`src/soc_bus_pkg.sv`:
```
// Peripheral bus definitions
// Widths, operation encoding and the request and response bundles
`default_nettype none

package soc_bus_pkg;

	localparam int DATA_W = 32;
	// Word address, byte offset already removed
	localparam int ADDR_W = 10;
	localparam int SEL_W = DATA_W / 8;

	// RW is reserved and never issued by the master
	typedef enum logic [1:0] {
		NOP = 2'd0,
		WR  = 2'd1,
		RD  = 2'd2,
		RW  = 2'd3
	} pi1_op_t;

	typedef struct packed {
		pi1_op_t             op;
		logic [ADDR_W-1:0]   addr;
		logic [DATA_W-1:0]   data;
		logic [SEL_W-1:0]    sel;
	} pi1_req_t;

	typedef struct packed {
		logic [DATA_W-1:0]   data;
		logic                rdy;
	} pi1_rsp_t;

endpackage

`default_nettype wire

```
`src/soc_map_pkg.sv`:
```
// Platform address map
// Slave indices, map ranges, device table contents and platform constants
`default_nettype none

package soc_map_pkg;

	localparam int SLV_DEVTBL  = 0;
	localparam int SLV_GPIO    = 1;
	localparam int SLV_INVALID = 2;
	localparam int SLV_COUNT   = 3;
	localparam int SLV_IDX_W   = $clog2(SLV_COUNT);

	// Word ranges, everything above GPIO falls to the invalid device
	localparam int DEVTBL_BASE  = 0;
	localparam int DEVTBL_WORDS = 64;
	localparam int GPIO_BASE    = 64;
	localparam int GPIO_WORDS   = 64;

	// Per-slave table contents, index 0 in the lowest slot
	localparam logic [SLV_COUNT-1:0][15:0] DEV_ID = {16'd0, 16'd6, 16'd7};
	localparam logic [SLV_COUNT-1:0] DEV_USEINTR = 3'b010;
	localparam logic [SLV_COUNT-1:0][31:0] DEV_MAPSZ = {32'd3584, 32'd256, 32'd256};

	localparam int GPIO_COUNT = 8;

	// Short hold for simulation, 63 cycles
	localparam int RST_CNTR_W = 6;

	// Dims the activity indicator
	localparam int ACT_CNTR_W = 1;

	// rst0 sits in bit 0 of the control word
	typedef struct packed {
		logic rst1;
		logic rst0;
	} rst_ctrl_t;

endpackage

`default_nettype wire

```
`src/activity_indicator.sv`:
```
// Activity indicator
// Dimmed pulse on SD or DRAM activity, merged into GPIO output bit 0
`timescale 1ns/1ps
`default_nettype none

module activity_indicator #(
	parameter int GPIO_W = 8,
	parameter int CNTR_W = 1
) (
	input  wire              clk_2x_w,
	input  wire              rst_p,
	input  wire              sd_di_i,
	input  wire              sd_do_i,
	input  wire              dram_init_error_i,
	input  wire [GPIO_W-1:0] gpio_out_i,
	output logic [GPIO_W-1:0] gp_o
);

	logic activity_q;
	logic [CNTR_W-1:0] act_cntr_q;

	// A pulse blocks the following cycles until the counter drains
	always_ff @(posedge clk_2x_w) begin
		if (rst_p) begin
			activity_q <= 1'b0;
			act_cntr_q <= '0;
		end else if (act_cntr_q != '0) begin
			activity_q <= 1'b0;
			act_cntr_q <= act_cntr_q - 1'b1;
		end else if (~(sd_di_i & sd_do_i) | dram_init_error_i) begin
			activity_q <= 1'b1;
			act_cntr_q <= '1;
		end else begin
			activity_q <= 1'b0;
		end
	end

	assign gp_o = gpio_out_i | GPIO_W'(activity_q);

endmodule

`default_nettype wire

```
`src/bus_router.sv`:
```
// Peripheral bus router
// Decodes the word address to a slave, answers invalid addresses
// with zero and muxes the registered read data back to the master
`timescale 1ns/1ps
`default_nettype none

module bus_router (
	input  wire                            clk_2x_w,
	input  wire                            sys_rst_i,
	input  wire soc_bus_pkg::pi1_req_t     bus_req_i,
	output soc_bus_pkg::pi1_rsp_t          bus_rsp_o,
	output soc_bus_pkg::pi1_req_t          devtbl_req_o,
	output soc_bus_pkg::pi1_req_t          gpio_req_o,
	input  wire [soc_bus_pkg::DATA_W-1:0]  devtbl_rdata_i,
	input  wire [soc_bus_pkg::DATA_W-1:0]  gpio_rdata_i
);

	logic rdy;
	logic accept;
	logic [soc_map_pkg::SLV_IDX_W-1:0] slv;
	logic [soc_map_pkg::SLV_IDX_W-1:0] rd_slv_q;

	assign rdy    = ~sys_rst_i;
	assign accept = rdy && (bus_req_i.op != soc_bus_pkg::NOP);

	always_comb begin
		if (bus_req_i.addr < soc_bus_pkg::ADDR_W'(soc_map_pkg::GPIO_BASE)) begin
			slv = soc_map_pkg::SLV_IDX_W'(soc_map_pkg::SLV_DEVTBL);
		end else if (bus_req_i.addr < soc_bus_pkg::ADDR_W'(soc_map_pkg::GPIO_BASE +
				soc_map_pkg::GPIO_WORDS)) begin
			slv = soc_map_pkg::SLV_IDX_W'(soc_map_pkg::SLV_GPIO);
		end else begin
			slv = soc_map_pkg::SLV_IDX_W'(soc_map_pkg::SLV_INVALID);
		end
	end

	// Slaves see their own offset, unselected ones see NOP
	always_comb begin
		devtbl_req_o      = bus_req_i;
		devtbl_req_o.addr = bus_req_i.addr - soc_bus_pkg::ADDR_W'(soc_map_pkg::DEVTBL_BASE);
		gpio_req_o        = bus_req_i;
		gpio_req_o.addr   = bus_req_i.addr - soc_bus_pkg::ADDR_W'(soc_map_pkg::GPIO_BASE);
		if (!accept || slv != soc_map_pkg::SLV_IDX_W'(soc_map_pkg::SLV_DEVTBL)) begin
			devtbl_req_o.op = soc_bus_pkg::NOP;
		end
		if (!accept || slv != soc_map_pkg::SLV_IDX_W'(soc_map_pkg::SLV_GPIO)) begin
			gpio_req_o.op = soc_bus_pkg::NOP;
		end
	end

	// Remember which slave owns the read data of the next cycle
	always_ff @(posedge clk_2x_w) begin
		if (sys_rst_i) begin
			rd_slv_q <= soc_map_pkg::SLV_IDX_W'(soc_map_pkg::SLV_INVALID);
		end else if (accept) begin
			rd_slv_q <= slv;
		end
	end

	always_comb begin
		bus_rsp_o.rdy = rdy;
		case (rd_slv_q)
			soc_map_pkg::SLV_IDX_W'(soc_map_pkg::SLV_DEVTBL): bus_rsp_o.data = devtbl_rdata_i;
			soc_map_pkg::SLV_IDX_W'(soc_map_pkg::SLV_GPIO):   bus_rsp_o.data = gpio_rdata_i;
			// Invalid device reads as zero
			default: bus_rsp_o.data = '0;
		endcase
	end

endmodule

`default_nettype wire

```
`src/device_table.sv`:
```
// Device table
// Read-only description of every slave plus the software reset
// control register at word 0
`timescale 1ns/1ps
`default_nettype none

module device_table (
	input  wire                           clk_2x_w,
	input  wire                           sys_rst_i,
	input  wire soc_bus_pkg::pi1_req_t    req_i,
	output logic [soc_bus_pkg::DATA_W-1:0] rdata_o,
	output soc_map_pkg::rst_ctrl_t        rst_ctrl_o
);

	logic [soc_bus_pkg::DATA_W-1:0] rd_val;
	logic [soc_bus_pkg::ADDR_W-1:0] entry;
	logic [soc_map_pkg::SLV_IDX_W-1:0] slv;
	soc_map_pkg::rst_ctrl_t rst_ctrl_q;

	// Words 2+2k and 3+2k describe slave k
	assign entry = (req_i.addr - soc_bus_pkg::ADDR_W'(2)) >> 1;
	assign slv   = entry[soc_map_pkg::SLV_IDX_W-1:0];

	always_comb begin
		rd_val = '0;
		if (req_i.addr == '0) begin
			rd_val = soc_bus_pkg::DATA_W'(rst_ctrl_q);
		end else if (req_i.addr == soc_bus_pkg::ADDR_W'(1)) begin
			rd_val = soc_bus_pkg::DATA_W'(soc_map_pkg::SLV_COUNT);
		end else if (entry < soc_bus_pkg::ADDR_W'(soc_map_pkg::SLV_COUNT)) begin
			if (!req_i.addr[0]) begin
				// Interrupt use in the top bit, id in the low half
				rd_val = {soc_map_pkg::DEV_USEINTR[slv], 15'd0, soc_map_pkg::DEV_ID[slv]};
			end else begin
				rd_val = soc_map_pkg::DEV_MAPSZ[slv];
			end
		end
	end

	always_ff @(posedge clk_2x_w) begin
		if (sys_rst_i) begin
			rst_ctrl_q <= '0;
		end else if (req_i.op == soc_bus_pkg::WR && req_i.sel[0] && req_i.addr == '0) begin
			rst_ctrl_q <= soc_map_pkg::rst_ctrl_t'(req_i.data[1:0]);
		end
	end

	always_ff @(posedge clk_2x_w) begin
		if (req_i.op == soc_bus_pkg::RD) begin
			rdata_o <= rd_val;
		end
	end

	assign rst_ctrl_o = rst_ctrl_q;

endmodule

`default_nettype wire

```
`src/gpio_port.sv`:
```
// GPIO port
// Output register at word 0, two-flop synchronized inputs at word 1
`timescale 1ns/1ps
`default_nettype none

module gpio_port (
	input  wire                                clk_2x_w,
	input  wire                                sys_rst_i,
	input  wire soc_bus_pkg::pi1_req_t         req_i,
	input  wire [soc_map_pkg::GPIO_COUNT-1:0]  gp_i,
	output logic [soc_bus_pkg::DATA_W-1:0]     rdata_o,
	output logic [soc_map_pkg::GPIO_COUNT-1:0] gpio_out_o
);

	logic [soc_map_pkg::GPIO_COUNT-1:0] gp_meta_q;
	logic [soc_map_pkg::GPIO_COUNT-1:0] gp_sync_q;
	logic [soc_map_pkg::GPIO_COUNT-1:0] out_q;

	always_ff @(posedge clk_2x_w) begin
		gp_meta_q <= gp_i;
		gp_sync_q <= gp_meta_q;
	end

	always_ff @(posedge clk_2x_w) begin
		if (sys_rst_i) begin
			out_q <= '0;
		end else if (req_i.op == soc_bus_pkg::WR && req_i.sel[0] && req_i.addr == '0) begin
			out_q <= req_i.data[soc_map_pkg::GPIO_COUNT-1:0];
		end
	end

	always_ff @(posedge clk_2x_w) begin
		if (req_i.op == soc_bus_pkg::RD) begin
			if (req_i.addr == '0) begin
				rdata_o <= soc_bus_pkg::DATA_W'(out_q);
			end else if (req_i.addr == soc_bus_pkg::ADDR_W'(1)) begin
				rdata_o <= soc_bus_pkg::DATA_W'(gp_sync_q);
			end else begin
				rdata_o <= '0;
			end
		end
	end

	assign gpio_out_o = out_q;

endmodule

`default_nettype wire

```
`src/platform_ctrl_top.sv`:
```
// Platform control top level
// Reset sequencing, device table, GPIO with activity indicator and
// the peripheral bus decode behind one bus master port
`timescale 1ns/1ps
`default_nettype none

module platform_ctrl_top (
	input  wire                                clk_2x_w,
	input  wire                                rst_p,
	input  wire                                pll_locked_i,
	input  wire                                cpu_rst_req_i,
	input  wire soc_bus_pkg::pi1_req_t         bus_req_i,
	output soc_bus_pkg::pi1_rsp_t              bus_rsp_o,
	input  wire [soc_map_pkg::GPIO_COUNT-1:0]  gp_i,
	output logic [soc_map_pkg::GPIO_COUNT-1:0] gp_o,
	input  wire                                sd_di_i,
	input  wire                                sd_do_i,
	input  wire                                dram_init_error_i,
	output logic                               rst_o,
	output logic                               cold_rst_o
);

	logic sys_rst;
	soc_map_pkg::rst_ctrl_t rst_ctrl;
	soc_bus_pkg::pi1_req_t devtbl_req;
	soc_bus_pkg::pi1_req_t gpio_req;
	logic [soc_bus_pkg::DATA_W-1:0] devtbl_rdata;
	logic [soc_bus_pkg::DATA_W-1:0] gpio_rdata;
	logic [soc_map_pkg::GPIO_COUNT-1:0] gpio_out;

	reset_sequencer reset_sequencer_i (
		.clk_2x_w      (clk_2x_w),
		.rst_p         (rst_p),
		.pll_locked_i  (pll_locked_i),
		.cpu_rst_req_i (cpu_rst_req_i),
		.rst_ctrl_i    (rst_ctrl),
		.rst_o         (sys_rst),
		.cold_rst_o    (cold_rst_o)
	);

	bus_router bus_router_i (
		.clk_2x_w       (clk_2x_w),
		.sys_rst_i      (sys_rst),
		.bus_req_i      (bus_req_i),
		.bus_rsp_o      (bus_rsp_o),
		.devtbl_req_o   (devtbl_req),
		.gpio_req_o     (gpio_req),
		.devtbl_rdata_i (devtbl_rdata),
		.gpio_rdata_i   (gpio_rdata)
	);

	device_table device_table_i (
		.clk_2x_w   (clk_2x_w),
		.sys_rst_i  (sys_rst),
		.req_i      (devtbl_req),
		.rdata_o    (devtbl_rdata),
		.rst_ctrl_o (rst_ctrl)
	);

	gpio_port gpio_port_i (
		.clk_2x_w   (clk_2x_w),
		.sys_rst_i  (sys_rst),
		.req_i      (gpio_req),
		.gp_i       (gp_i),
		.rdata_o    (gpio_rdata),
		.gpio_out_o (gpio_out)
	);

	// Runs from the board reset so it keeps blinking through software resets
	activity_indicator #(
		.GPIO_W (soc_map_pkg::GPIO_COUNT),
		.CNTR_W (soc_map_pkg::ACT_CNTR_W)
	) activity_indicator_i (
		.clk_2x_w          (clk_2x_w),
		.rst_p             (rst_p),
		.sd_di_i           (sd_di_i),
		.sd_do_i           (sd_do_i),
		.dram_init_error_i (dram_init_error_i),
		.gpio_out_i        (gpio_out),
		.gp_o              (gp_o)
	);

	assign rst_o = sys_rst;

endmodule

`default_nettype wire

```
`src/reset_sequencer.sv`:
```
// System reset sequencer
// Decodes the software reset bits, latches power-off and stretches
// the system reset with a reload and count-down counter
`timescale 1ns/1ps
`default_nettype none

module reset_sequencer (
	input  wire                         clk_2x_w,
	input  wire                         rst_p,
	input  wire                         pll_locked_i,
	input  wire                         cpu_rst_req_i,
	input  wire soc_map_pkg::rst_ctrl_t rst_ctrl_i,
	output logic                        rst_o,
	output logic                        cold_rst_o
);

	logic sw_cold;
	logic sw_warm;
	logic sw_pwroff;
	logic hold;
	logic pwroff_q;
	logic [soc_map_pkg::RST_CNTR_W-1:0] rst_cntr_q;

	assign sw_cold   = rst_ctrl_i.rst0 & rst_ctrl_i.rst1;
	assign sw_warm   = ~rst_ctrl_i.rst0 & rst_ctrl_i.rst1;
	assign sw_pwroff = rst_ctrl_i.rst0 & ~rst_ctrl_i.rst1;

	assign hold = rst_p | cpu_rst_req_i | sw_warm | sw_cold;

	// Reload while any request holds, then count down to zero
	always_ff @(posedge clk_2x_w) begin
		if (hold) begin
			rst_cntr_q <= '1;
		end else if (rst_cntr_q != '0) begin
			rst_cntr_q <= rst_cntr_q - 1'b1;
		end
	end

	// Only the board reset brings the system back from power-off
	always_ff @(posedge clk_2x_w) begin
		if (rst_p) begin
			pwroff_q <= 1'b0;
		end else if (sw_pwroff) begin
			pwroff_q <= 1'b1;
		end
	end

	assign rst_o      = ~pll_locked_i | pwroff_q | (rst_cntr_q != '0);
	assign cold_rst_o = sw_cold;

endmodule

`default_nettype wire

```
`config.mk`:
```
export PLATFORM = sky130hd
export DESIGN_NAME = platform_ctrl_top
export DESIGN_NICKNAME = d
export VERILOG_FILES = /design/src/soc_bus_pkg.sv /design/src/soc_map_pkg.sv /design/src/activity_indicator.sv /design/src/bus_router.sv /design/src/device_table.sv /design/src/gpio_port.sv /design/src/platform_ctrl_top.sv /design/src/reset_sequencer.sv
export SDC_FILE = /design/constraint.sdc
export NUM_CORES = 1
export LEC_CHECK = 0
export ABC_AREA = 1
export BUFFER_PORTS_ARGS = -buffer_cell sky130_fd_sc_hd__buf_2
export CORE_AREA = 5 5 81 83
export CTS_BUF_LIST = sky130_fd_sc_hd__clkbuf_4
export DETAILED_ROUTE_END_ITERATION = 8
export DIE_AREA = 0 0 86 88
export HOLD_SLACK_MARGIN = 0.15
export PLACE_DENSITY_LB_ADDON = 0.12
export SLEW_MARGIN = 20
export SYNTH_ARGS = -nofsm -noshare
export SYNTH_HDL_FRONTEND = slang
export SYNTH_SLANG_ARGS = --single-unit
```
`constraint.sdc`:
```
create_clock -name clk_2x_w -period 2.3 [get_ports clk_2x_w]
set_clock_uncertainty 0.2 [all_clocks]
set_input_delay 0.575 -clock clk_2x_w [delete_from_list [all_inputs] [get_ports clk_2x_w]]
set_output_delay 0.575 -clock clk_2x_w [all_outputs]
set_load 0.03 [all_outputs]
```
Word level (Yosys, flattened, before mapping)

Cells that the tools add are included.

Add/sub/neg operators: 4
Order comparisons: 4
Equality and inequality tests: 8
Muxes and demuxes: 19
Bitwise gates (word level): 18
Reductions and logical operators: 17

Operator list:

| kind                                                                   | count |
|---|---|
| 32-bit binary-select mux with 2-bit select                             | 1 |
| 32-bit 2-to-1 mux                                                      | 2 |
| 32-bit one-hot mux with 2 select lines                                 | 1 |
| 16-bit binary-select mux with 2-bit select                             | 1 |
| 10-bit by 1-bit == test with 1-bit output (second input constant)      | 2 |
| 10-bit zero test                                                       | 2 |
| 16-bit 2-to-1 mux                                                      | 1 |
| 8-bit 2-to-1 mux                                                       | 2 |
| 2-bit 2-to-1 mux                                                       | 7 |
| 10-bit by 7-bit < comparator with 1-bit output (second input constant) | 1 |
| 10-bit by 8-bit < comparator with 1-bit output (second input constant) | 1 |
| 10-bit by 2-bit subtractor with 10-bit output (second input constant)  | 1 |
| 10-bit by 7-bit subtractor with 10-bit output (second input constant)  | 1 |
| 9-bit by 2-bit < comparator with 1-bit output (second input constant)  | 1 |
| 8-bit by 1-bit OR with 8-bit output                                    | 1 |
| 1-bit inverter                                                         | 7 |
| 2-bit by 1-bit == test with 1-bit output (second input constant)       | 3 |
| 1-bit OR                                                               | 6 |
| 6-bit nonzero test                                                     | 1 |
| 6-bit by 1-bit subtractor with 6-bit output (second input constant)    | 1 |
| 1-bit logical AND                                                      | 5 |
| 1-bit bitwise AND                                                      | 4 |
| 2-bit == test (second input constant)                                  | 2 |
| 2-bit nonzero test                                                     | 2 |
| 11 further kinds                                                       | 14 |

Register bits after elaboration: 101
Bits of input ports: 63
Output and inout port bits: 43
Word-level logic and storage cells: 85

Depth between registers and ports, before layout

Gate-level depths: netlist (run 1).

Word-level depth: 11
Mapped depth: 10
Gate-level depth less buffers: 9

Hierarchy

From an unflattened synthesis (run 1), not the netlist that was laid out.

Cells, all modules: 564
Area total of the unflattened synthesis: 4096.4 µm²

By module, submodules not included:

| module             | instances | cells each | area each (µm²) | seq. area each (µm²) |
|---|---|---|---|---|
| bus_router         | 1         | 235        | 1400.1          | 40.0 |
| gpio_port          | 1         | 151        | 1360.1          | 720.7 |
| device_table       | 1         | 104        | 789.5           | 220.2 |
| reset_sequencer    | 1         | 57         | 419.2           | 140.1 |
| activity_indicator | 1         | 17         | 127.6           | 40.0 |

Worst setup path before layout (run 1)

Ideal clock, no wire load.

Path kind: input port to flip-flop
Start: in pll_locked_i
End: reg gpio_port_i.rdata_o[0] (netlist bit), enable pin
Setup time: 0.383 ns
Arrival: 1.805 ns
Required time: 1.717 ns
Slack: -0.089 ns
Cell stages on the path: 6
Buffers on the path: 0
Path through: inv_1 -> nor2_1 -> nand4_4 -> nor2_4 -> inv_1 -> nor3_1

Longest elaborated chain between the ends: 9

Ends and longest elaborated chain:

| what                  | line                    | RTL |
|---|---|---|
| from (decl)           | platform_ctrl_top.sv:10 | `input wire pll_locked_i,` |
| 1-bit inverter        | reset_sequencer.sv:48   | `assign rst_o = ~pll_locked_i \| pwroff_q \| (rst_cntr_q != '0);` |
| 1-bit OR (2 in a row) | reset_sequencer.sv:48   |  |
| named net rst_o       | platform_ctrl_top.sv:19 | `output logic rst_o,` |
| 1-bit inverter        | bus_router.sv:23        | `assign rdy = ~sys_rst_i;` |
| 1-bit logical AND     | bus_router.sv:24        | `assign accept = rdy && (bus_req_i.op != soc_bus_pkg::NOP);` |
| 1-bit zero test       | bus_router.sv:46        | `if (!accept \|\| slv != soc_map_pkg::SLV_IDX_W'(soc_map_pkg::SLV_GPIO)) begin` |
| 1-bit logical OR      | bus_router.sv:46        |  |
| 2-bit 2-to-1 mux      | bus_router.sv:46        |  |
| 2-bit == test         | gpio_port.sv:33         | `if (req_i.op == soc_bus_pkg::RD) begin` |
| to (signal assigned)  | gpio_port.sv:35         | `rdata_o <= soc_bus_pkg::DATA_W'(out_q);` |
| to (signal assigned)  | gpio_port.sv:37         | `rdata_o <= soc_bus_pkg::DATA_W'(gp_sync_q);` |
| to (decl)             | gpio_port.sv:11         | `output logic [soc_bus_pkg::DATA_W-1:0] rdata_o,` |

The timed path passes the listed nets, and every way through them passes these cells.
A chain may end at the register's enable or synchronous reset.

==> implementation parameters, run 1 <==
Parameter                              Value

Layout
  FF/Latch Area ... 1161 um2
  Number of antenna cells inserted ... 0
  Commonest cells after routing, fill and taps aside ... sky130_fd_sc_hd__buf_2 (56), sky130_fd_sc_hd__nand2_1 (52), sky130_fd_sc_hd__nor2_1 (46)
  Layout Cell Area excl Fill ... 2894 um2
  Fillers ... 598
  Layout cells sized above 1 ... 0.2594
  Most common cell after layout, fill and taps aside ... sky130_fd_sc_hd__buf_2
  Fin nets ... roughly 440
  Area Growth Syn to Fin ... 18.74%
  Area taken by multi-input logic gates ... approximately 940 um2

Global routing
  Met3 Usage GRT ... 0.03575
  Met1 demand-to-capacity share in global routing ... 0.1542
  Pin count of the biggest net entering global routing ... 19
  Global Route Usage Sum ... 0.1268
  Wire length of the first global-routing pass ... between 7000 and 8000 um
  Antenna violations before repair ... 0
  Met2 GRT Util ... 0.2158
  Number of global-route vias before repair ... 1811
  Total global routing overflow ... 0
  Peak-usage layer in the global routing report ... met2

Timing
  Slack of the critical path ... 0.1362 ns
  Worst Hold Slack ... 0.1495 ns
  Number of endpoints with negative hold slack in the final report ... 0
  Setup violators final ... 0
  Highest attainable clock frequency ... 0.4621 GHz
  Setup repair after global routing missed its margin ... no
  Final slew viol count ... 0
  Final critical delay including setup and external delays ... ~2.2 ns
  Total negative slack ... 0 ns
  Share of the cycle needed by the critical path after routing ... 0.9408

Power
  Switching power as a share of total power ... 0.2621
  Fraction of power consumed by combinational cells ... 0.098
  Internal power summed over all cells ... between 1 and 1.5 mW
  Part of the power in registers ... 0.622
  Clock power share ... 0.280
  Ratio of total power to cell area ... 523.8 nW/um2
  Net switching power of the design ... 0.3973 mW
  Leak pwr ... 1.486 nW
  Max VDD drop ... 0.4313 mV

Floorplan
  Chip Width ... 86 um
  Total core area ... 5781 um2
  Initial standard-cell utilization of the core ... 0.4216
  Chip height ... approximately 88 um
  Num ports ... 106
  # rows ... 28
  Area of the die ... between 7000 and 8000 um2

Place
  Placement Cell Area ... 2700 um2
  Hpwl dp ... 3691 um
  Place WS ... 0.1632 ns
  Quantity of I/O buffers inserted on ports ... between 50 and 60
  GP Congestion ... 0.8155

Hold path
  Type of the most critical hold path ... register to register

Critical path
  Crit path max fanout ... 3
  Largest stage delay on the critical path ... between 0.3 and 0.4 ns
  Worst Path Class, Setup ... register to output port
  Required @ worst endpoint ... 1.52 ns
  Cell type group with the largest total delay on the critical path ... flip-flops
  Endpoint class of the critical path ... output port
  Critical Path Source Type ... register
  Master of the slowest instance on the critical path ... sky130_fd_sc_hd__dfxtp_1
  Cells traversed along the worst timing path ... inv_1 -> ha_2 -> nand4_4 -> inv_2 -> buf_4
  Setup slack, reg-to-reg ... about 0.40 ns
  Buffer and inverter count on the worst path ... 3
  Arrival time at the worst endpoint ... 1.39 ns

Clocking
  Clock root cell ... sky130_fd_sc_hd__clkbuf_4
  Worst-skew pair later-pin latency ... 0.37 ns
  Maximum number of buffers from clock root to sink ... 2
  H-tree Lvls ... 2
  Number of sinks on the clock net ... 51
  Cts bufs inserted ... 5
  CTS clk-pin slew, worst paths ... about 0.15 ns
  TritonCTS clock tree ... built

Synthesis
  Mapped cell area ... roughly 2400 um2
  Sequential share of the synthesized area ... 0.4764
  Syn Area/Cell ... a little over 8 um2
  Synthesis-stage register bit count ... 51
  Post-Syn Instances ... 303
  Number of warnings reported in the yosys synthesis log ... 0
  Yosys cell types ... 28

Routing
  Detailed Routing Iterations Pass 1 ... 4
  Final Routed Wirelength ... 4610 um
  Per-cell routed wire length ... 10.27 um
  Number of routed nets with antenna violations ... 0
  Vias/cell ... 4.383
  Final routed DRC violation total ... 0
  Routed vias ... 1968
  Iter 0 DRT Violations ... 46

Status
  Run status ... finished clean

Job
  Reported max-cap violation count ... 0
## logic make-up (layout without fill, tap and decap cells)
family          after synthesis  after routing  synth area share
flops                        51             51            0.4764
xor+xnor                      2              2          0.007188
buf+inv                      77            130            0.1679
simple gates                146            146            0.2726
compound gates               20             20           0.04364
other cells                   1             19          0.001539
fa+ha+maj                     6              6           0.03080
## Yosys cell counts
cell type                  number  area share
sky130_fd_sc_hd__nand3_4        1      0.0072
sky130_fd_sc_hd__edfxtp_1      14        0.17
sky130_fd_sc_hd__o211ai_1       1      0.0031
sky130_fd_sc_hd__nor2_4         2      0.0092
sky130_fd_sc_hd__nand2_1       52       0.080
sky130_fd_sc_hd__o31ai_1        1      0.0031
sky130_fd_sc_hd__xnor2_1        1      0.0036
sky130_fd_sc_hd__nor2_2         5       0.013
sky130_fd_sc_hd__or2_2          1      0.0026
sky130_fd_sc_hd__xor2_1         1      0.0036
sky130_fd_sc_hd__nor4_1         1      0.0026
sky130_fd_sc_hd__a21oi_1        3      0.0062
sky130_fd_sc_hd__inv_2          5      0.0077
sky130_fd_sc_hd__dfxtp_1       37        0.30
sky130_fd_sc_hd__buf_6          1      0.0046
sky130_fd_sc_hd__nand4_4        1      0.0087
sky130_fd_sc_hd__inv_1         40       0.062
sky130_fd_sc_hd__nand3_1       23       0.047
sky130_fd_sc_hd__o22ai_1        1      0.0026
sky130_fd_sc_hd__buf_4         30       0.092
sky130_fd_sc_hd__nand4_1        2      0.0051
sky130_fd_sc_hd__nor2_1        47       0.072
sky130_fd_sc_hd__nand2_2        4       0.010
sky130_fd_sc_hd__o21ai_0       14       0.029
sky130_fd_sc_hd__clkinv_1       1      0.0015
sky130_fd_sc_hd__nor3_1         7       0.014
sky130_fd_sc_hd__ha_1           6       0.031
sky130_fd_sc_hd__conb_1         1      0.0015
## sequential cells by signal, indices dropped and copies added, names as in the netlist
| register | count |
|---|---|
| gpio_port_i.gp_meta_q | 8 |
| gpio_port_i.gp_sync_q | 8 |
| gpio_port_i.gpio_out_o | 8 |
| gpio_port_i.rdata_o | 8 |
| device_table_i.rdata_o | 6 |
| reset_sequencer_i.rst_cntr_q | 6 |
| bus_router_i.rd_slv_q | 2 |
| device_table_i.rst_ctrl_o | 2 |
| activity_indicator_i.act_cntr_q | 1 |
| activity_indicator_i.activity_q | 1 |
| reset_sequencer_i.pwroff_q | 1 |
## worst paths after layout
| check | from | endpoint | cells after the start |
|---|---|---|---|
| min reg2reg | gpio_port_i.gp_meta_q[6]$_DFF_P_ | gpio_port_i.gp_sync_q[6]$_DFF_P_ | 0 |
| max reg2reg | reset_sequencer_i.rst_cntr_q[1]$_SDFFE_PP1P_ | gpio_port_i.rdata_o[1]$_DFFE_PN_ | 8 |
| min | gpio_port_i.gp_meta_q[6]$_DFF_P_ | gpio_port_i.gp_sync_q[6]$_DFF_P_ | 0 |
| max | reset_sequencer_i.rst_cntr_q[1]$_SDFFE_PP1P_ | bus_rsp_o[0] | 5 |
## through the flow
step	power (mW)	cells	util
final	1.516	449	0.5006
after global routing	1.594	449	0.5006
after CTS	1.535	449	0.4994
after detailed placement	1.096	429	0.4671
after global placement	1.095	429	0.4671
after floorplan	1.070	321	-
## cell type report
type | instances | share of cell area
multi-input cells | 193 | 0.3264
flip-flops and latches | 51 | 0.4012
well taps | 75 | 0.03243
clock buffers | 5 | 0.01297
repair buffers | 76 | 0.1582
inverters | 46 | 0.05966
clock inverters | 3 | 0.009079
## routing by layer
layer,vias up,part of all wire,routed length (um)
met5,-,0,0
met4,0,0.016,75
met3,7,0.078,358
met2,58,0.47,2167
met1,865,0.44,2008
li1,1038,-,-
## power groups by stage
stage          clock (mW)  combinational, mW  sequential [mW]
3_5_place_dp            0              0.133            0.962
5_1_grt             0.484              0.165            0.945
3_3_place_gp            0              0.133            0.962
2_1_floorplan           0              0.110            0.960
6_report            0.425              0.149            0.942
4_1_cts             0.445              0.148            0.943
## worst register-to-register path, delay by kind of cell, from the launching register on
kind          cells  cell delay, ns
buf+inv           4            0.53
flops             1            0.34
simple gates      3            0.34
fa+ha+maj         1            0.21
## repair_timing
| item | 4_1_cts | 5_1_grt |
|---|---|---|
| endpoints found under the setup margin | 1 | 4 |
| buffers inserted | 1 | 0 |
| resized for setup | 3 | 4 |
| hold buffers | 11 | 0 |
| endpoints found under the hold margin | 11 | 0 |
Note: power is estimated with default switching activity, not from simulation.
==> inputs of run 2 (changes only) <==
--- a/config.mk
+++ b/config.mk
@@ -13,6 +13,7 @@
 export DIE_AREA = 0 0 86 88
 export HOLD_SLACK_MARGIN = 0.15
 export PLACE_DENSITY_LB_ADDON = 0.12
+export SETUP_SLACK_MARGIN = 0.15
 export SLEW_MARGIN = 20
 export SYNTH_ARGS = -nofsm -noshare
 export SYNTH_HDL_FRONTEND = slang
==> run 2 against run 1 <==
Effect of this change: via count is 0.51% lower; combinational power hardly changed; first-iteration DRC count is 24% higher; hold slack worse by 0.0027 ns; sequential power hardly changed; die area stayed put; sequential cell count stayed put; routed wire length is 1.0% higher; register-to-register slack better by 0.09 ns; largest cell class unchanged; largest power group unchanged; highest routed layer unchanged.
==> implementation parameters, run 2 (synthesized netlist as in run 1, its figures left out) <==
Parameter                              Value

Layout
  Fillers ... 599 (+0.17%)
  Fin nets ... 443 (+0.23%)
  Number of antenna cells inserted ... 0 (unchanged)
  Commonest cells after routing, fill and taps aside ... sky130_fd_sc_hd__buf_2 (53), sky130_fd_sc_hd__nand2_1 (51), sky130_fd_sc_hd__nor2_1 (45)
  Most common cell after layout, fill and taps aside ... sky130_fd_sc_hd__buf_2
  Layout cells sized above 1 ... 0.2773 (+0.01798)
  Area Growth Syn to Fin ... 20.48%

Timing
  Setup violators final ... 0 (unchanged)
  Slack of the critical path ... 0.2321 ns (+0.09594 ns)
  Setup repair after global routing missed its margin ... yes
  Number of endpoints with negative hold slack in the final report ... 0 (unchanged)
  Total negative slack ... 0 ns (unchanged)
  Share of the cycle needed by the critical path after routing ... 0.8991 (-0.04171)
  Final slew viol count ... 0 (unchanged)
  Highest attainable clock frequency ... 0.4836 GHz (+4.6%)
  Final critical delay including setup and external delays ... 2.068 ns (-0.09594 ns)

Job
  Reported max-cap violation count ... 0 (unchanged)

Floorplan
  Total core area ... 5781 um2 (unchanged)
  Chip Width ... 86 um (unchanged)
  Num ports ... 106 (unchanged)
  Chip height ... 88 um (unchanged)
  Initial standard-cell utilization of the core ... 0.4216 (unchanged)
  Area of the die ... 7568 um2 (unchanged)
  # rows ... 28 (unchanged)

Clocking
  Cts bufs inserted ... 5 (unchanged)
  CTS clk-pin slew, worst paths ... 0.15 ns (about the same)
  Number of sinks on the clock net ... 51 (unchanged)
  Maximum number of buffers from clock root to sink ... 2 (unchanged)
  Worst-skew pair later-pin latency ... 0.36 ns (about the same)
  TritonCTS clock tree ... built
  Clock root cell ... sky130_fd_sc_hd__clkbuf_4
  H-tree Lvls ... 2 (unchanged)

Critical path
  Required @ worst endpoint ... 1.52 ns (about the same)
  Arrival time at the worst endpoint ... 1.29 ns (-0.10 ns)
  Worst Path Class, Setup ... register to output port
  Endpoint class of the critical path ... output port
  Crit path max fanout ... 3 (unchanged)
  Critical Path Source Type ... register

Power
  Tot Pwr ... 1.513 mW (-0.21%)
  Max VDD drop ... 0.4034 mV (-6.5%)
  Part of the power in registers ... 0.623 (about the same)
  Ratio of total power to cell area ... 515.1 nW/um2 (-1.7%)
  Net switching power of the design ... 0.3912 mW (-1.5%)
  Switching power as a share of total power ... 0.2586 (-0.003479)
  Clock power share ... 0.277 (-0.003)
  Fraction of power consumed by combinational cells ... 0.100 (+0.002)
  Internal power summed over all cells ... 1.121 mW (+0.26%)
  Leak pwr ... 1.497 nW (+0.74%)

Routing
  Number of routed nets with antenna violations ... 0 (unchanged)
  Final routed DRC violation total ... 0 (unchanged)
  Iter 0 DRT Violations ... 57 (+24%)
  Per-cell routed wire length ... 10.35 um (+0.77%)
  Vias/cell ... 4.351 (-0.73%)
  Routed vias ... 1958 (-0.51%)
  Detailed Routing Iterations Pass 1 ... 4 (unchanged)
  Final Routed Wirelength ... 4656 um (+1.0%)

Global routing
  Antenna violations before repair ... 0 (unchanged)
  Pin count of the biggest net entering global routing ... 19 (unchanged)
  Total global routing overflow ... 0 (unchanged)
  Global Route Usage Sum ... 0.1295 (+0.002761)
  Number of global-route vias before repair ... 1880 (+3.8%)
  Wire length of the first global-routing pass ... 7914 um (+2.9%)

Place
  Hpwl dp ... 3738 um (+1.3%)
  GP Congestion ... 0.8613 (+5.6%)
  Place WS ... 0.1513 ns (-0.01191 ns)
  Quantity of I/O buffers inserted on ports ... 59 (unchanged)

Status
  Run status ... finished clean

Hold path
  Type of the most critical hold path ... register to register
## run 2: changes by cell type in the layout (fill, tap and decap cells not counted), sizes merged
cell / before / now
clkinv: 2 / 3
dlygate4sd3: 11 / 12
inv: 47 / 46
## run 2: worst paths after layout
path                                                      from                               end  slack [ns]  cells after the start
setup / recovery  reset_sequencer_i.rst_cntr_q[1]$_SDFFE_PP1P_                      bus_rsp_o[0]        0.23                      5
hold reg to reg               gpio_port_i.gp_meta_q[4]$_DFF_P_  gpio_port_i.gp_sync_q[4]$_DFF_P_        0.15                      0
setup reg to reg  reset_sequencer_i.rst_cntr_q[1]$_SDFFE_PP1P_  gpio_port_i.rdata_o[6]$_DFFE_PN_        0.49                      8
hold / removal                gpio_port_i.gp_meta_q[4]$_DFF_P_  gpio_port_i.gp_sync_q[4]$_DFF_P_        0.15                      0
## run 2: cell type report
class | count | area, um2 | share of cell area
clock buffer | 5 | 37.54 | 0.01278
clock inverter | 3 | 28.78 | 0.009800
inverter | 46 | 172.7 | 0.05880
multi-input combinational | 193 | 965.9 | 0.3289
sequential | 51 | 1162 | 0.3958
tap | 75 | 93.84 | 0.03196
timing repair buffer | 77 | 475.5 | 0.1619
## run 2: power by group through the flow
stage / Clock [mW] / Combinational (mW) / Sequential (mW)
after floorplan: 0 / 0.111 / 0.960
after global placement: 0 / 0.134 / 0.962
after detailed placement: 0 / 0.134 / 0.962
after CTS: 0.442 / 0.150 / 0.943
after global routing: 0.473 / 0.169 / 0.945
final: 0.418 / 0.152 / 0.943
## run 2: repair_timing
| action | in CTS | in global routing |
|---|---|---|
| resized for setup | 7 | 8 |
| setup buffers | 1 | 0 |
| endpoints found under the hold margin | 12 | 0 |
| setup endpoints to repair | 8 | 9 |
| hold buffers | 12 | 0 |
| pin swaps | 1 | 1 |
## run 2: layer usage
metal	part of all wire	routed length (um)	track usage
met5	0	0	0
met3	0.080	372	0.03575
met2	0.47	2210	0.2214
met1	0.43	2001	0.1570
met4	0.015	72	0.04460
## run 2: critical path: stages, from the launching register on
cell	delay (ns)
sky130_fd_sc_hd__dfxtp_1	0.35
sky130_fd_sc_hd__inv_2	0.09
sky130_fd_sc_hd__ha_4	0.15
sky130_fd_sc_hd__nand4_4	0.09
sky130_fd_sc_hd__inv_2	0.09
sky130_fd_sc_hd__buf_4	0.16
## run 2: metrics by stage
step	area [um2]	hold WS (ns)	std cells	utilization
after floorplan	2519	0.1096	321	-
after global placement	2709	0.1131	429	0.4686
after detailed placement	2709	0.1128	429	0.4686
after CTS	2918	0.1501	450	0.5048
after global routing	2937	0.1559	450	0.5080
final	2937	0.1467	450	0.5080
==> inputs of run 3 (changes only) <==
==> constraint.sdc (replaced) <==
create_clock -name clk_2x_w -period 2.3 [get_ports clk_2x_w]
set_clock_uncertainty 0.2 [all_clocks]
set_input_delay 0.23 -clock clk_2x_w [delete_from_list [all_inputs] [get_ports clk_2x_w]]
set_output_delay 0.23 -clock clk_2x_w [all_outputs]
set_load 0.03 [all_outputs]
==> run 3 against run 2 <==
Effect of this change: sequential power hardly changed; via count is 3.0% higher; global-route usage is 0.43 points higher; worst setup slack better by 0.072 ns; register-to-register slack worse by 0.06 ns; non-clock buffer count is 16 higher; first-iteration DRC count is 8.8% lower; critical path type unchanged; total power is 1.6% higher; clock power is 1% higher; clock-buffer cell count stayed put.
==> implementation parameters, run 3 (synthesized netlist as in run 1, its figures left out) <==
Parameter                              Value

Clocking
  Worst-skew pair later-pin latency ... 0.37 ns (about the same)
  Clock root cell ... sky130_fd_sc_hd__clkbuf_4
  Cts bufs inserted ... 5 (unchanged)
  TritonCTS clock tree ... built
  Maximum number of buffers from clock root to sink ... 2 (unchanged)
  H-tree Lvls ... 2 (unchanged)
  Number of sinks on the clock net ... 51 (unchanged)
  CTS clk-pin slew, worst paths ... 0.15 ns (about the same)

Routing
  Uppermost layer routed ... met4
  Routed met2 length ... 2322 um (+5.1%)
  Metal1 wirelength ... 2150 um (+7.4%)
  Vias/cell ... 4.328 (-0.52%)
  Final Routed Wirelength ... 4878 um (+4.8%)
  Routed vias ... 2017 (+3.0%)
  Met3 wire length ... 356 um (-4.3%)
  Iter 0 DRT Violations ... 52 (-8.8%)
  Per-cell routed wire length ... 10.47 um (+1.2%)
  Number of routed nets with antenna violations ... 0 (unchanged)
  Detailed Routing Iterations Pass 1 ... 4 (unchanged)
  Final routed DRC violation total ... 0 (unchanged)

Timing
  Setup violators final ... 0 (unchanged)
  Setup repair after global routing missed its margin ... no
  Max transition margin ... 0.5819
  Slew at the pin closest to its max-slew limit ... a little over 0.6 ns
  Highest attainable clock frequency ... 0.5011 GHz (+3.6%)
  Share of the cycle needed by the critical path after routing ... 0.8677 (-0.03142)
  Number of endpoints with negative hold slack in the final report ... 0 (unchanged)
  Final slew viol count ... 0 (unchanged)
  Total negative slack ... 0 ns (unchanged)
  Worst Hold Slack ... 0.1482 ns (+0.001438 ns)
  Final critical delay including setup and external delays ... 1.996 ns (-0.07226 ns)

Place
  Hpwl dp ... 3673 um (-1.7%)
  Placement Cell Area ... 2685 um2 (-0.88%)
  Quantity of I/O buffers inserted on ports ... 59 (unchanged)
  GP Congestion ... 0.8205 (-4.7%)

Floorplan
  Num ports ... 106 (unchanged)
  Total core area ... 5781 um2 (unchanged)
  Chip height ... 88 um (unchanged)
  # rows ... 28 (unchanged)
  Initial standard-cell utilization of the core ... 0.4216 (unchanged)
  Area of the die ... 7568 um2 (unchanged)
  Chip Width ... 86 um (unchanged)

Global routing
  Number of global-route vias before repair ... 1892 (+0.64%)
  Total global routing overflow ... 0 (unchanged)
  Pin count of the biggest net entering global routing ... 19 (unchanged)
  Global Route Usage Sum ... 0.1338 (+0.004331)
  Antenna violations before repair ... 0 (unchanged)
  Wire length of the first global-routing pass ... 8100 um (+2.4%)

Layout
  FF/Latch Area ... 1161 um2 (-0.11%)
  Most common cell after layout, fill and taps aside ... sky130_fd_sc_hd__buf_2
  Area taken by multi-input logic gates ... 939.7 um2 (-2.7%)
  Number of antenna cells inserted ... 0 (unchanged)
  Layout cells sized above 1 ... 0.2302 (-0.04715)
  Fin nets ... 459 (+3.6%)
  Fillers ... 570 (-4.8%)
  Layout Cell Area excl Fill ... 3059 um2 (+4.2%)
  Area Growth Syn to Fin ... 25.51%
  Commonest cells after routing, fill and taps aside ... sky130_fd_sc_hd__buf_2 (59), sky130_fd_sc_hd__nand2_1 (52), sky130_fd_sc_hd__nor2_1 (47)

Critical path
  Arrival time at the worst endpoint ... 1.57 ns (+0.28 ns)
  Endpoint class of the critical path ... output port
  Setup slack, reg-to-reg ... 0.43 ns (-0.06 ns)
  Most used cell, CP ... sky130_fd_sc_hd__inv_1
  Crit path max fanout ... 6 (+3)
  Cell type group with the largest total delay on the critical path ... buffers and inverters
  Crit Reg-Reg Startpoint ... reset_sequencer_i.rst_cntr_q[0]$_SDFFE_PP1P_
  Buffer and inverter count on the worst path ... 3 (unchanged)
  Critical Path Source Type ... register
  Destination of the worst register-to-register timing path ... gpio_port_i.rdata_o[1]$_DFFE_PN_
  Master of the slowest instance on the critical path ... sky130_fd_sc_hd__dfxtp_1
  Largest stage delay on the critical path ... 0.34 ns (about the same)
  Worst reg-to-reg path cell count ... 7 (-1)
  Required @ worst endpoint ... 1.87 ns (+0.35 ns)
  Cells traversed along the worst timing path ... inv_1 -> ha_1 -> nand4_4 -> inv_1 -> buf_2
  Worst Path Class, Setup ... register to output port

Hold path
  Worst hold path startpoint ... gpio_port_i.gp_meta_q[1]$_DFF_P_
  Worst hold endpoint ... gpio_port_i.gp_sync_q[1]$_DFF_P_
  Type of the most critical hold path ... register to register
  Hold path cells ... 0 (unchanged)

Power
  Leak pwr ... 1.566 nW (+4.6%)
  Max VDD drop ... 0.4188 mV (+3.8%)
  Ratio of total power to cell area ... 502.5 nW/um2 (-2.4%)

Status
  Run status ... finished clean

Job
  Reported max-cap violation count ... 0 (unchanged)
run 3: repair_timing:
action / in CTS / in global routing
hold buffers: 31 / 0
setup buffers: 0 / 0
hold endpoints to repair: 36 / 0
resized for setup: 0 / 0
run 3: power breakdown:
group          internal, mW  switching [mW]
Clock                 0.130           0.292
Sequential            0.937         0.00584
Combinational        0.0725           0.101
run 3: worst max path at each step:
stage | from | end | slack, ns | depth (start not counted)
3_3_place_gp | reset_sequencer_i.rst_cntr_q[0]$_SDFFE_PP1P_ | gpio_port_i.rdata_o[4]$_DFFE_PN_ | 0.47 | 7
6_report | reset_sequencer_i.rst_cntr_q[0]$_SDFFE_PP1P_ | bus_rsp_o[0] | 0.30 | 5
4_1_cts | reset_sequencer_i.rst_cntr_q[0]$_SDFFE_PP1P_ | bus_rsp_o[0] | 0.26 | 5
5_1_grt | reset_sequencer_i.rst_cntr_q[0]$_SDFFE_PP1P_ | bus_rsp_o[0] | 0.17 | 5
2_1_floorplan | reset_sequencer_i.rst_cntr_q[0]$_SDFFE_PP1P_ | device_table_i.rdata_o[0]$_DFFE_PN_ | 0.19 | 4
3_5_place_dp | reset_sequencer_i.rst_cntr_q[0]$_SDFFE_PP1P_ | gpio_port_i.rdata_o[4]$_DFFE_PN_ | 0.45 | 7
run 3: layer usage:
layer	global-route usage	vias to the layer above
met3	0.03481	4
met1	0.1600	879
li1	-	1074
met2	0.2334	60
met5	0	-
met4	0.04604	0
run 3: cell type report:
type	instances	share of cell area
timing repair buffer	93	0.2053
clock buffer	5	0.01227
sequential	51	0.3795
clock inverter	3	0.008589
tap	75	0.03067
multi-input combinational	193	0.3072
inverter	46	0.05644
run 3: metrics by stage:
stage | cells | worst slack (ns) | util | power [mW]
after CTS | 466 | 0.2647 | 0.5292 | 1.563
after detailed placement | 427 | 0.4491 | 0.4645 | 1.094
after global routing | 466 | 0.1658 | 0.5292 | 1.624
after global placement | 427 | 0.4712 | 0.4645 | 1.094
after floorplan | 321 | 0.1881 | - | 1.070
final | 466 | 0.3044 | 0.5292 | 1.537
